## src/rtl/dmc_pkg.sv

```systemverilog
package dmc_pkg;

  localparam int ADDR_W = 26;
  localparam int ROW_W  = 13;
  localparam int BANK_W = 3;
  localparam int COL_W  = 10;

  typedef logic [ADDR_W-1:0] app_addr_t;
  typedef logic [ROW_W-1:0]  row_t;
  typedef logic [BANK_W-1:0] bank_t;
  typedef logic [COL_W-1:0]  col_t;
  typedef logic [15:0]       dfi_addr_t;
  typedef logic [7:0]        tick_t;      // Saturating cycle count.

  // Codes are the {cs_n, ras_n, cas_n, we_n} pin patterns.
  typedef enum logic [3:0] {
    LMR      = 4'b0000,
    REF      = 4'b0001,
    PRE      = 4'b0010,
    ACT      = 4'b0011,
    WRITE    = 4'b0100,
    READ     = 4'b0101,
    NOP      = 4'b0111,
    DESELECT = 4'b1111
  } dmc_cmd_e;

  typedef enum logic [0:0] {
    WR = 1'b0,
    RD = 1'b1
  } app_cmd_e;

  localparam int QCMD_W = $bits(dmc_cmd_e) + BANK_W + $bits(dfi_addr_t);

  localparam int T_MRD     = 2;
  localparam int T_RFC     = 12;
  localparam int T_RP      = 3;
  localparam int T_RAS     = 7;
  localparam int T_RRD     = 2;
  localparam int T_RCD     = 3;
  localparam int T_WR      = 3;
  localparam int T_WTR     = 2;
  localparam int T_RTP     = 2;
  localparam int CAS_LAT   = 3;
  localparam int BURST_LEN = 4;             // DFI beats per burst.
  localparam int T_REFI    = 400;
  localparam int INIT_WAIT = 10;

endpackage

```

## src/rtl/dmc_cmd_seq.sv

```systemverilog
`timescale 1ns/10ps

module dmc_cmd_seq (
  input  logic                       dfi_clk_i,
  input  logic                       dfi_clk_sync_rst_i,
  input  logic                       app_en_i,
  input  dmc_pkg::app_cmd_e          app_cmd_i,
  input  dmc_pkg::app_addr_t         app_addr_i,
  output logic                       app_rdy_o,
  input  logic                       q_ready_i,
  output logic                       seq_push_o,
  output logic [dmc_pkg::QCMD_W-1:0] seq_cmd_o,
  output logic                       init_done_o,
  output logic                       refresh_in_progress_o
);
  import dmc_pkg::*;

  typedef enum logic [1:0] {IDLE, INIT, REFR, LDST} seq_state_e;

  seq_state_e                state;
  logic [2:0]                step;
  logic [3:0]                wait_cnt;
  logic [3:0]                init_gap;
  logic [$clog2(T_REFI)-1:0] refi_cnt;
  logic                      refr_req;

  app_cmd_e                  req_cmd;
  row_t                      req_row;
  bank_t                     req_bank;
  col_t                      req_col;

  logic [2**BANK_W-1:0]      open_bank;
  row_t                      open_row [2**BANK_W];

  row_t                      in_row;
  bank_t                     in_bank;
  logic                      accept;

  logic                      want;
  dmc_cmd_e                  cmd_code;
  bank_t                     cmd_bank;
  dfi_addr_t                 cmd_addr;

  assign in_bank               = app_addr_i[COL_W +: BANK_W];
  assign in_row                = app_addr_i[ADDR_W-1 -: ROW_W];
  assign app_rdy_o             = (state == IDLE) && init_done_o && !refr_req;
  assign accept                = app_en_i && app_rdy_o;
  assign refresh_in_progress_o = (state == REFR);

  always_comb begin
    want     = 1'b0;
    cmd_code = NOP;
    cmd_bank = '0;
    cmd_addr = '0;
    init_gap = 4'(T_MRD - 1);
    case (state)
      INIT: begin
        want = (wait_cnt == 0) && (step < 3'd5);
        case (step)
          3'd0: begin
            cmd_code = PRE;
            cmd_addr = 16'h0400;                 // A10 selects all banks.
            init_gap = 4'(T_RP - 1);
          end
          3'd1, 3'd2: begin
            cmd_code = REF;
            init_gap = 4'(T_RFC - 1);
          end
          3'd3: begin
            cmd_code = LMR;
            cmd_addr = {8'h00, 4'(CAS_LAT), 4'($clog2(2 * BURST_LEN))};
          end
          3'd4: begin
            cmd_code = LMR;
            cmd_bank = 3'd2;                     // Extended mode register 2.
          end
          default: cmd_code = NOP;
        endcase
      end
      REFR: begin
        want     = 1'b1;
        cmd_code = (step == 3'd0) ? PRE : REF;
        cmd_addr = (step == 3'd0) ? 16'h0400 : 16'h0000;
      end
      LDST: begin
        want     = 1'b1;
        cmd_bank = req_bank;
        case (step)
          3'd0: cmd_code = PRE;
          3'd1: begin
            cmd_code = ACT;
            cmd_addr = dfi_addr_t'(req_row);
          end
          default: begin
            cmd_code = (req_cmd == RD) ? READ : WRITE;
            cmd_addr = dfi_addr_t'(req_col);
          end
        endcase
      end
      default: want = 1'b0;
    endcase
  end

  assign seq_push_o = want && q_ready_i;
  assign seq_cmd_o  = {cmd_code, cmd_bank, cmd_addr};

  always_ff @(posedge dfi_clk_i) begin
    if (dfi_clk_sync_rst_i) begin
      state       <= INIT;
      step        <= '0;
      wait_cnt    <= 4'(INIT_WAIT);
      init_done_o <= 1'b0;
    end else begin
      if (wait_cnt != 0) begin
        wait_cnt <= wait_cnt - 1'b1;
      end
      case (state)
        IDLE: begin
          if (refr_req) begin
            state <= REFR;
            step  <= (|open_bank) ? 3'd0 : 3'd1;   // Skip PRE when all banks are closed.
          end else if (accept) begin
            state <= LDST;
            if (!open_bank[in_bank]) begin
              step <= 3'd1;
            end else if (open_row[in_bank] == in_row) begin
              step <= 3'd2;
            end else begin
              step <= 3'd0;
            end
          end
        end
        INIT: begin
          if (seq_push_o) begin
            step     <= step + 1'b1;
            wait_cnt <= init_gap;                 // Pace init so the queue stays drained.
          end else if (step == 3'd5 && wait_cnt == 0) begin
            state       <= IDLE;
            init_done_o <= 1'b1;
          end
        end
        REFR, LDST: begin
          if (seq_push_o) begin
            step <= step + 1'b1;
            if (step == 3'd2 || (state == REFR && step == 3'd1)) begin
              state <= IDLE;
            end
          end
        end
        default: state <= IDLE;
      endcase
    end
  end

  always_ff @(posedge dfi_clk_i) begin
    if (accept) begin
      req_cmd  <= app_cmd_i;
      req_row  <= in_row;
      req_bank <= in_bank;
      req_col  <= app_addr_i[COL_W-1:0];
    end
  end

  always_ff @(posedge dfi_clk_i) begin
    if (dfi_clk_sync_rst_i) begin
      refi_cnt <= '0;
      refr_req <= 1'b0;
    end else if (init_done_o) begin
      if (refi_cnt == T_REFI - 1) begin
        refi_cnt <= '0;
        refr_req <= 1'b1;
      end else begin
        refi_cnt <= refi_cnt + 1'b1;
      end
      if (seq_push_o && cmd_code == REF) begin
        refr_req <= 1'b0;
      end
    end
  end

  // Bank table follows the pushed commands.
  always_ff @(posedge dfi_clk_i) begin
    if (dfi_clk_sync_rst_i) begin
      open_bank <= '0;
    end else if (seq_push_o) begin
      case (cmd_code)
        ACT: open_bank[cmd_bank] <= 1'b1;
        PRE: begin
          if (cmd_addr[10]) begin
            open_bank <= '0;
          end else begin
            open_bank[cmd_bank] <= 1'b0;
          end
        end
        default: ;
      endcase
    end
  end

  always_ff @(posedge dfi_clk_i) begin
    if (seq_push_o && cmd_code == ACT) begin
      open_row[cmd_bank] <= req_row;
    end
  end

endmodule

```

## src/rtl/dmc_cmd_queue.sv

```systemverilog
`timescale 1ns/10ps

module dmc_cmd_queue (
  input  logic                       dfi_clk_i,
  input  logic                       dfi_clk_sync_rst_i,
  input  logic                       push_i,
  input  logic [dmc_pkg::QCMD_W-1:0] cmd_i,
  output logic                       ready_o,
  output logic                       valid_o,
  output logic [dmc_pkg::QCMD_W-1:0] cmd_o,
  input  logic                       pop_i
);
  import dmc_pkg::*;

  logic [QCMD_W-1:0] mem [4];
  logic [1:0]        wr_ptr;
  logic [1:0]        rd_ptr;
  logic [2:0]        count;
  logic              do_push;
  logic              do_pop;

  assign ready_o = (count != 3'd4);
  assign valid_o = (count != 3'd0);
  assign cmd_o   = mem[rd_ptr];              // Head is registered with no fall-through.

  assign do_push = push_i && ready_o;
  assign do_pop  = pop_i && valid_o;

  always_ff @(posedge dfi_clk_i) begin
    if (dfi_clk_sync_rst_i) begin
      wr_ptr <= '0;
      rd_ptr <= '0;
      count  <= '0;
    end else begin
      if (do_push) begin
        wr_ptr <= wr_ptr + 1'b1;
      end
      if (do_pop) begin
        rd_ptr <= rd_ptr + 1'b1;
      end
      count <= count + 3'(do_push) - 3'(do_pop);
    end
  end

  always_ff @(posedge dfi_clk_i) begin
    if (do_push) begin
      mem[wr_ptr] <= cmd_i;
    end
  end

endmodule

```

## src/rtl/dmc_timing_gate.sv

```systemverilog
`timescale 1ns/10ps

module dmc_timing_gate (
  input  logic                       dfi_clk_i,
  input  logic                       dfi_clk_sync_rst_i,
  input  logic                       q_valid_i,
  input  logic [dmc_pkg::QCMD_W-1:0] q_cmd_i,
  output logic                       issue_o
);
  import dmc_pkg::*;

  dmc_cmd_e n_cmd;
  dmc_cmd_e last_cmd;
  tick_t    cmd_tick;
  tick_t    act_tick;
  tick_t    wr_tick;
  tick_t    rd_tick;
  logic     spacing_ok;

  function automatic tick_t next_tick(tick_t tick, logic restart);
    if (restart) begin
      return tick_t'(1);                     // One cycle after the issue.
    end else if (tick != '1) begin
      return tick + 1'b1;
    end
    return tick;
  endfunction

  assign n_cmd = dmc_cmd_e'(q_cmd_i[QCMD_W-1 -: $bits(dmc_cmd_e)]);

  always_comb begin
    spacing_ok = 1'b1;
    case (last_cmd)
      LMR: spacing_ok = cmd_tick >= T_MRD;
      REF: spacing_ok = cmd_tick >= T_RFC;
      PRE: begin
        spacing_ok = cmd_tick >= T_RP;
        if (n_cmd == ACT) begin
          spacing_ok = spacing_ok && (act_tick >= T_RAS);
        end
      end
      ACT: begin
        case (n_cmd)
          PRE:     spacing_ok = cmd_tick >= T_RAS;
          ACT:     spacing_ok = cmd_tick >= T_RRD;
          WRITE:   spacing_ok = (cmd_tick >= T_RCD) && (rd_tick >= CAS_LAT + BURST_LEN);
          READ:    spacing_ok = (cmd_tick >= T_RCD) && (wr_tick >= T_WTR);
          default: spacing_ok = 1'b1;
        endcase
      end
      WRITE: begin
        case (n_cmd)
          PRE:     spacing_ok = (cmd_tick >= T_WR) && (act_tick >= T_RAS);
          WRITE:   spacing_ok = cmd_tick >= BURST_LEN;
          READ:    spacing_ok = cmd_tick >= T_WTR;
          ACT:     spacing_ok = (cmd_tick >= T_RRD) && (act_tick >= T_RRD);
          default: spacing_ok = 1'b1;
        endcase
      end
      READ: begin
        case (n_cmd)
          PRE:     spacing_ok = (cmd_tick >= T_RTP) && (act_tick >= T_RAS);
          WRITE:   spacing_ok = cmd_tick >= CAS_LAT + BURST_LEN;  // Keep bursts apart on the bus.
          READ:    spacing_ok = cmd_tick >= BURST_LEN;
          ACT:     spacing_ok = (cmd_tick >= T_RRD) && (act_tick >= T_RRD);
          default: spacing_ok = 1'b1;
        endcase
      end
      default: spacing_ok = 1'b1;
    endcase
  end

  assign issue_o = q_valid_i && spacing_ok;

  always_ff @(posedge dfi_clk_i) begin
    if (dfi_clk_sync_rst_i) begin
      cmd_tick <= '1;
      act_tick <= '1;
      wr_tick  <= '1;
      rd_tick  <= '1;
      last_cmd <= NOP;
    end else begin
      cmd_tick <= next_tick(cmd_tick, issue_o);
      act_tick <= next_tick(act_tick, issue_o && n_cmd == ACT);
      wr_tick  <= next_tick(wr_tick, issue_o && n_cmd == WRITE);
      rd_tick  <= next_tick(rd_tick, issue_o && n_cmd == READ);
      if (issue_o) begin
        last_cmd <= n_cmd;
      end
    end
  end

endmodule

```

## src/rtl/dmc_dfi_drive.sv

```systemverilog
`timescale 1ns/10ps

module dmc_dfi_drive (
  input  logic                       dfi_clk_i,
  input  logic                       dfi_clk_sync_rst_i,
  input  logic                       issue_i,
  input  logic [dmc_pkg::QCMD_W-1:0] cmd_i,
  output dmc_pkg::bank_t             dfi_bank_o,
  output dmc_pkg::dfi_addr_t         dfi_address_o,
  output logic                       dfi_cke_o,
  output logic                       dfi_cs_n_o,
  output logic                       dfi_ras_n_o,
  output logic                       dfi_cas_n_o,
  output logic                       dfi_we_n_o,
  output logic                       dfi_wrdata_en_o,
  output logic                       dfi_rddata_en_o
);
  import dmc_pkg::*;

  dmc_cmd_e                     head_cmd;
  logic                         pin_write;
  logic [$clog2(CAS_LAT)-1:0]   cas_cnt;
  logic                         cas_pend;
  logic [$clog2(BURST_LEN)-1:0] rd_cnt;
  logic [$clog2(BURST_LEN)-1:0] wr_cnt;

  assign head_cmd  = dmc_cmd_e'(cmd_i[QCMD_W-1 -: $bits(dmc_cmd_e)]);
  assign pin_write = ({dfi_cs_n_o, dfi_ras_n_o, dfi_cas_n_o, dfi_we_n_o} == WRITE);

  always_ff @(posedge dfi_clk_i) begin
    if (dfi_clk_sync_rst_i) begin
      {dfi_cs_n_o, dfi_ras_n_o, dfi_cas_n_o, dfi_we_n_o} <= DESELECT;
      dfi_bank_o    <= '0;
      dfi_address_o <= '0;
    end else if (issue_i) begin
      {dfi_cs_n_o, dfi_ras_n_o, dfi_cas_n_o, dfi_we_n_o} <= head_cmd;
      dfi_bank_o    <= cmd_i[$bits(dfi_addr_t) +: BANK_W];
      dfi_address_o <= cmd_i[$bits(dfi_addr_t)-1:0];
    end else begin
      {dfi_cs_n_o, dfi_ras_n_o, dfi_cas_n_o, dfi_we_n_o} <= DESELECT;  // One cycle per command.
    end
  end

  always_ff @(posedge dfi_clk_i) begin
    if (dfi_clk_sync_rst_i) begin
      dfi_cke_o <= 1'b0;
    end else begin
      dfi_cke_o <= 1'b1;
    end
  end

  // Write window opens the cycle after the WRITE is on the pins.
  always_ff @(posedge dfi_clk_i) begin
    if (dfi_clk_sync_rst_i) begin
      wr_cnt          <= '0;
      dfi_wrdata_en_o <= 1'b0;
    end else if (pin_write) begin
      wr_cnt          <= ($clog2(BURST_LEN))'(BURST_LEN - 1);
      dfi_wrdata_en_o <= 1'b1;
    end else if (dfi_wrdata_en_o) begin
      wr_cnt <= wr_cnt - 1'b1;
      if (wr_cnt == 0) begin
        dfi_wrdata_en_o <= 1'b0;
      end
    end
  end

  always_ff @(posedge dfi_clk_i) begin
    if (dfi_clk_sync_rst_i) begin
      cas_cnt  <= '0;
      cas_pend <= 1'b0;
    end else if (issue_i && head_cmd == READ) begin
      cas_cnt  <= ($clog2(CAS_LAT))'(CAS_LAT - 1);
      cas_pend <= 1'b1;
    end else if (cas_pend) begin
      cas_cnt <= cas_cnt - 1'b1;
      if (cas_cnt == 0) begin
        cas_pend <= 1'b0;
      end
    end
  end

  always_ff @(posedge dfi_clk_i) begin
    if (dfi_clk_sync_rst_i) begin
      rd_cnt          <= '0;
      dfi_rddata_en_o <= 1'b0;
    end else if (cas_pend && cas_cnt == 0) begin
      rd_cnt          <= ($clog2(BURST_LEN))'(BURST_LEN - 1);
      dfi_rddata_en_o <= 1'b1;
    end else if (dfi_rddata_en_o) begin
      rd_cnt <= rd_cnt - 1'b1;
      if (rd_cnt == 0) begin
        dfi_rddata_en_o <= 1'b0;
      end
    end
  end

endmodule

```

## src/rtl/dmc_top.sv

```systemverilog
`timescale 1ns/10ps

module dmc_top (
  input  logic               dfi_clk_i,
  input  logic               dfi_clk_sync_rst_i,
  input  logic               app_en_i,
  input  dmc_pkg::app_cmd_e  app_cmd_i,
  input  dmc_pkg::app_addr_t app_addr_i,
  output logic               app_rdy_o,
  output logic               init_done_o,
  output logic               refresh_in_progress_o,
  output dmc_pkg::bank_t     dfi_bank_o,
  output dmc_pkg::dfi_addr_t dfi_address_o,
  output logic               dfi_cke_o,
  output logic               dfi_cs_n_o,
  output logic               dfi_ras_n_o,
  output logic               dfi_cas_n_o,
  output logic               dfi_we_n_o,
  output logic               dfi_wrdata_en_o,
  output logic               dfi_rddata_en_o
);
  import dmc_pkg::*;

  logic              q_ready;
  logic              seq_push;
  logic [QCMD_W-1:0] seq_cmd;
  logic              q_valid;
  logic [QCMD_W-1:0] q_cmd;
  logic              issue;

  dmc_cmd_seq u_seq (
    .dfi_clk_i             (dfi_clk_i),
    .dfi_clk_sync_rst_i    (dfi_clk_sync_rst_i),
    .app_en_i              (app_en_i),
    .app_cmd_i             (app_cmd_i),
    .app_addr_i            (app_addr_i),
    .app_rdy_o             (app_rdy_o),
    .q_ready_i             (q_ready),
    .seq_push_o            (seq_push),
    .seq_cmd_o             (seq_cmd),
    .init_done_o           (init_done_o),
    .refresh_in_progress_o (refresh_in_progress_o)
  );

  dmc_cmd_queue u_queue (
    .dfi_clk_i          (dfi_clk_i),
    .dfi_clk_sync_rst_i (dfi_clk_sync_rst_i),
    .push_i             (seq_push),
    .cmd_i              (seq_cmd),
    .ready_o            (q_ready),
    .valid_o            (q_valid),
    .cmd_o              (q_cmd),
    .pop_i              (issue)
  );

  dmc_timing_gate u_gate (
    .dfi_clk_i          (dfi_clk_i),
    .dfi_clk_sync_rst_i (dfi_clk_sync_rst_i),
    .q_valid_i          (q_valid),
    .q_cmd_i            (q_cmd),
    .issue_o            (issue)
  );

  dmc_dfi_drive u_drive (
    .dfi_clk_i          (dfi_clk_i),
    .dfi_clk_sync_rst_i (dfi_clk_sync_rst_i),
    .issue_i            (issue),
    .cmd_i              (q_cmd),
    .dfi_bank_o         (dfi_bank_o),
    .dfi_address_o      (dfi_address_o),
    .dfi_cke_o          (dfi_cke_o),
    .dfi_cs_n_o         (dfi_cs_n_o),
    .dfi_ras_n_o        (dfi_ras_n_o),
    .dfi_cas_n_o        (dfi_cas_n_o),
    .dfi_we_n_o         (dfi_we_n_o),
    .dfi_wrdata_en_o    (dfi_wrdata_en_o),
    .dfi_rddata_en_o    (dfi_rddata_en_o)
  );

endmodule

```

## config.mk

```make
export PLATFORM = sky130hd
export DESIGN_NAME = dmc_top
export DESIGN_NICKNAME = d
export VERILOG_FILES = /design/src/rtl/dmc_pkg.sv /design/src/rtl/dmc_cmd_seq.sv /design/src/rtl/dmc_cmd_queue.sv /design/src/rtl/dmc_timing_gate.sv /design/src/rtl/dmc_dfi_drive.sv /design/src/rtl/dmc_top.sv
export SDC_FILE = /design/constraint.sdc
export NUM_CORES = 1
export LEC_CHECK = 0
export BUFFER_PORTS_ARGS = -buffer_cell sky130_fd_sc_hd__buf_2
export CAP_MARGIN = 15
export CORE_UTILIZATION = 56
export CTS_CLUSTER_DIAMETER = 120
export DETAILED_ROUTE_END_ITERATION = 7
export PLACE_DENSITY = 0.76
export SYNTH_ARGS = -nofsm -noshare
export SYNTH_HDL_FRONTEND = slang
export SYNTH_SLANG_ARGS = --single-unit
```

## constraint.sdc

```tcl
create_clock -name dfi_clk_i -period 4.2 [get_ports dfi_clk_i]
set_input_delay 0.84 -clock dfi_clk_i [delete_from_list [all_inputs] [get_ports dfi_clk_i]]
set_output_delay 0.84 -clock dfi_clk_i [all_outputs]
set_load 0.03 [all_outputs]
```

==> flow_metrics.tcl <==
set metrics [dict create \
    ys_ff_latch 309 \
    critPathSlowestCell "mux4_2" \
    rrSetupSlack_ns 0.52 \
    first_iter_violations 749 \
    initial_core_util_pct 57.3 \
    die_w_um 157 \
    dr_total_vias 8677 \
    hold_depth 1 \
    hold_class "in -> reg" \
    clock.fmax_mhz 271 \
    synth_top_flop_cell "edfxtp_1" \
    holdPathEnd "u_seq.req_col[2]$_DFFE_PP_" \
    grt_pass1_wl_um 43300 \
    totalWireLength_um 27000 \
    fin_nets 1152 \
    synth-edff-count 207 \
    finalCriticalPeriod_ns 3.68 \
    crit_fanout 14 \
    drc 0 \
    end_kind "flip-flop" \
    post_synth.cell_area_avg_um2 13.1 \
    finalClockSkew_ns 0.0107 \
    core_mm2 0.0236 \
    leakage_nw 5.35 \
    clk_path_buf_depth 3 \
    drt_pass1_iterations 5 \
    wl_met3_um 1490 \
    cts_hold_buf 0 \
    top_layer "met4" \
    setup_viol 0 \
    synth_cell_types 67 \
    htreeDepth 1 \
    fin_ws_ns 0.516 \
    route.met2.wl_um 12800 \
    crit_buf_inv 2 \
    cp_slowest_stage_delay_ns 0.70 \
    diodes 0 \
    max_cap_viol_count 0 \
    clk_pin_slew_worst_paths_ns 0.06 \
    grt_max_degree 60 \
    drive_gt1_share_pct 17.2 \
    cp.required_ns 4.62 \
    antenna_found_initial 0 \
    portBuffers 55 \
    clock_latency_ns 0.55 \
    ctsResizeCount 0 \
    wl_per_cell_um 18.7 \
    wirelength_met1_um 12000 \
    irDropWorstVdd_mv 0.427 \
    yosysWarnings 0 \
    hold_start "app_addr_i[2]" \
    r2r_end "u_queue.count[2]$_SDFF_PP0_" \
    path_delay_family "adder cells" \
    rows 56 \
    final_common_cell "edfxtp_1" \
    slew_viol_final 0 \
    gp_congestion 0.879 \
    vias_per_cell 6.02 \
    grt-ovfl-total 0 \
    synth_area_mm2 0.0135 \
    slew_headroom_pct 22.6 \
    crit_type "reg -> reg" \
    period_share_pct 87.7 \
    fin_tns_setup_ns 0 \
    worstRegToRegCells 13 \
    outcome "finished clean" \
    finalHoldViolCount 0 \
    arrival_ns 4.10 \
    rsz0062_at_grt "no" \
    synth.yosys.seq_area_share_pct 61.0 \
    async_flop_share_pct 0 \
    synth_cells 1035 \
    final_area_mm2 0.0152 \
    die-area_mm2 0.0248 \
    final_util_pct 64.6 \
    cts_root_buffer "clkbuf_16" \
    cts_made_buffers 31 \
    p_per_area_mw_per_mm2 578 \
    pin_count 59 \
    dp_hpwl_um 17400 \
    clock-sinks 309 \
    worst_pin_slew_ns 1.16 \
    crit_chain "mux4_2, and3b_1, a2111o_1, and3_1, a41oi_2, ha_1, inv_1, ha_1, inv_1, fa_1, xor2_1, xnor2_1, nor2_1" \
    areaGrowthSynthToFinish_pct 12.6 \
    worstSetupStartpointType "flip-flop" \
    die_y_um 157 \
    layout_common_cells "edfxtp_1, dfxtp_1, nor2_1" \
    power_mw 8.82 \
    tritoncts "yes" \
    post-place-ws_ns 0.510 \
    ant_nets 0 \
    post_cts_buffers 0 \
    grt_pass1_vias 8332 \
    dpl_cell_area_mm2 0.0142 \
    grtUsageTotal_pct 22.4 \
]
area by class of cell:
type	instances	area, µm²
Timing Repair Buffer	92	569
Sequential cell	309	8260
Clock inverter	14	194
Clock buffer	43	831
Fill cell	1732	8370
Tap cell	319	399
Multi-Input combinational cell	630	4860
Inverter	34	128
metrics by stage:
| step | instances | hold WS [ns] |
|---|---|---|
| 6_report | 1441 | 0.467 |
| 5_1_grt | 1441 | 0.452 |
| 4_1_cts | 1440 | 0.446 |
| 3_5_place_dp | 1383 | 0.489 |
| 3_3_place_gp | 1383 | 0.483 |
| 2_1_floorplan | 1037 | 0.466 |
worst max-delay path by stage:
stage | end | slack, ns | depth (start not counted)
final | u_queue.count[2]$_SDFF_PP0_ | 0.52 | 13
after global routing | u_queue.count[2]$_SDFF_PP0_ | 0.35 | 13
after CTS | u_queue.count[2]$_SDFF_PP0_ | 0.51 | 13
after detailed placement | u_queue.count[2]$_SDFF_PP0_ | 0.51 | 13
after global placement | u_queue.count[2]$_SDFF_PP0_ | 0.62 | 13
after floorplan | u_queue.count[2]$_SDFF_PP0_ | 0.37 | 17
where the power goes:
| group | total, mW | internal [mW] | switching (mW) | leakage [nW] |
|---|---|---|---|---|
| combinational | 2.25 | 0.911 | 1.34 | 2.18 |
| sequential | 3.78 | 3.52 | 0.267 | 2.68 |
| clock | 2.78 | 1.68 | 1.10 | 0.497 |
| total | 8.82 | 6.11 | 2.71 | 5.35 |
cells in the mapped netlist, types with 4 or more instances:
master	number	area, µm²
and3_1	26	163
or4_1	4	30.0
buf_6	5	56.3
xnor2_1	13	114
a22oi_1	9	67.6
or3_1	9	56.3
nand3_1	25	125
nand2b_1	11	68.8
buf_1	4	15.0
clkbuf_1	45	169
a21oi_1	56	280
nor4_1	10	62.6
nor2b_1	5	31.3
inv_1	32	120
nor2_1	80	300
mux2i_1	20	200
o311ai_0	15	131
edfxtp_1	207	6220
a22o_1	9	78.8
nand4_1	9	56.3
buf_2	5	25.0
o311ai_1	4	35.0
ha_1	23	288
a221o_1	4	40.0
o21ai_0	35	175
and2_1	13	81.3
mux4_2	47	1060
a311oi_1	4	35.0
dfxtp_1	102	2040
o31ai_1	24	180
xor2_1	25	219
nor3_1	14	70.1
a211oi_1	16	120
and4_1	5	43.8
a211o_1	6	52.6
a31oi_1	17	106
nand2_1	53	199
buf_4	4	30.0
worst register-to-register path: stages, from the launching register on:
cell      delay (ns)
dfxtp_1         0.47
mux4_2          0.70
and3b_1         0.27
a2111o_1        0.42
and3_1          0.21
a41oi_2         0.21
ha_1            0.26
inv_1           0.06
ha_1            0.13
inv_1           0.05
fa_1            0.40
xor2_1          0.18
xnor2_1         0.14
nor2_1          0.05
per-layer routing:
layer  vias up  GRT usage, %
li1       4107             -
met1      4276          30.3
met2       249          37.6
met3        45          3.08
met4         0          6.66
met5         -             0
sequential cells by signal, summed over array words and instances (netlist names), 3 cells and up, named ones only:
| name | flops |
|---|---|
| u_gate.cmd_tick | 8 |
| u_gate.rd_tick | 8 |
| u_seq.step | 3 |
| u_seq.req_bank | 3 |
| u_seq.req_row | 13 |
| u_queue.count | 3 |
| u_seq.open_row | 104 |
| u_seq.open_bank | 8 |
| u_gate.last_cmd | 3 |
| u_queue.mem | 76 |
| u_seq.req_col | 10 |
| u_gate.act_tick | 8 |
| u_drive.dfi_address_o | 13 |
| u_gate.wr_tick | 8 |
| u_drive.dfi_bank_o | 3 |
| u_seq.wait_cnt | 4 |
| u_seq.refi_cnt | 9 |
cells by family after synthesis:
family	synth area share [%]
compound gates	11.4
xor+xnor	2.46
simple gates	10.3
mux	9.38
buf+inv	3.16
fa+ha+maj	2.27
other cells	0.0277
flops	61.0
Note: power is estimated with default switching activity, not from simulation.
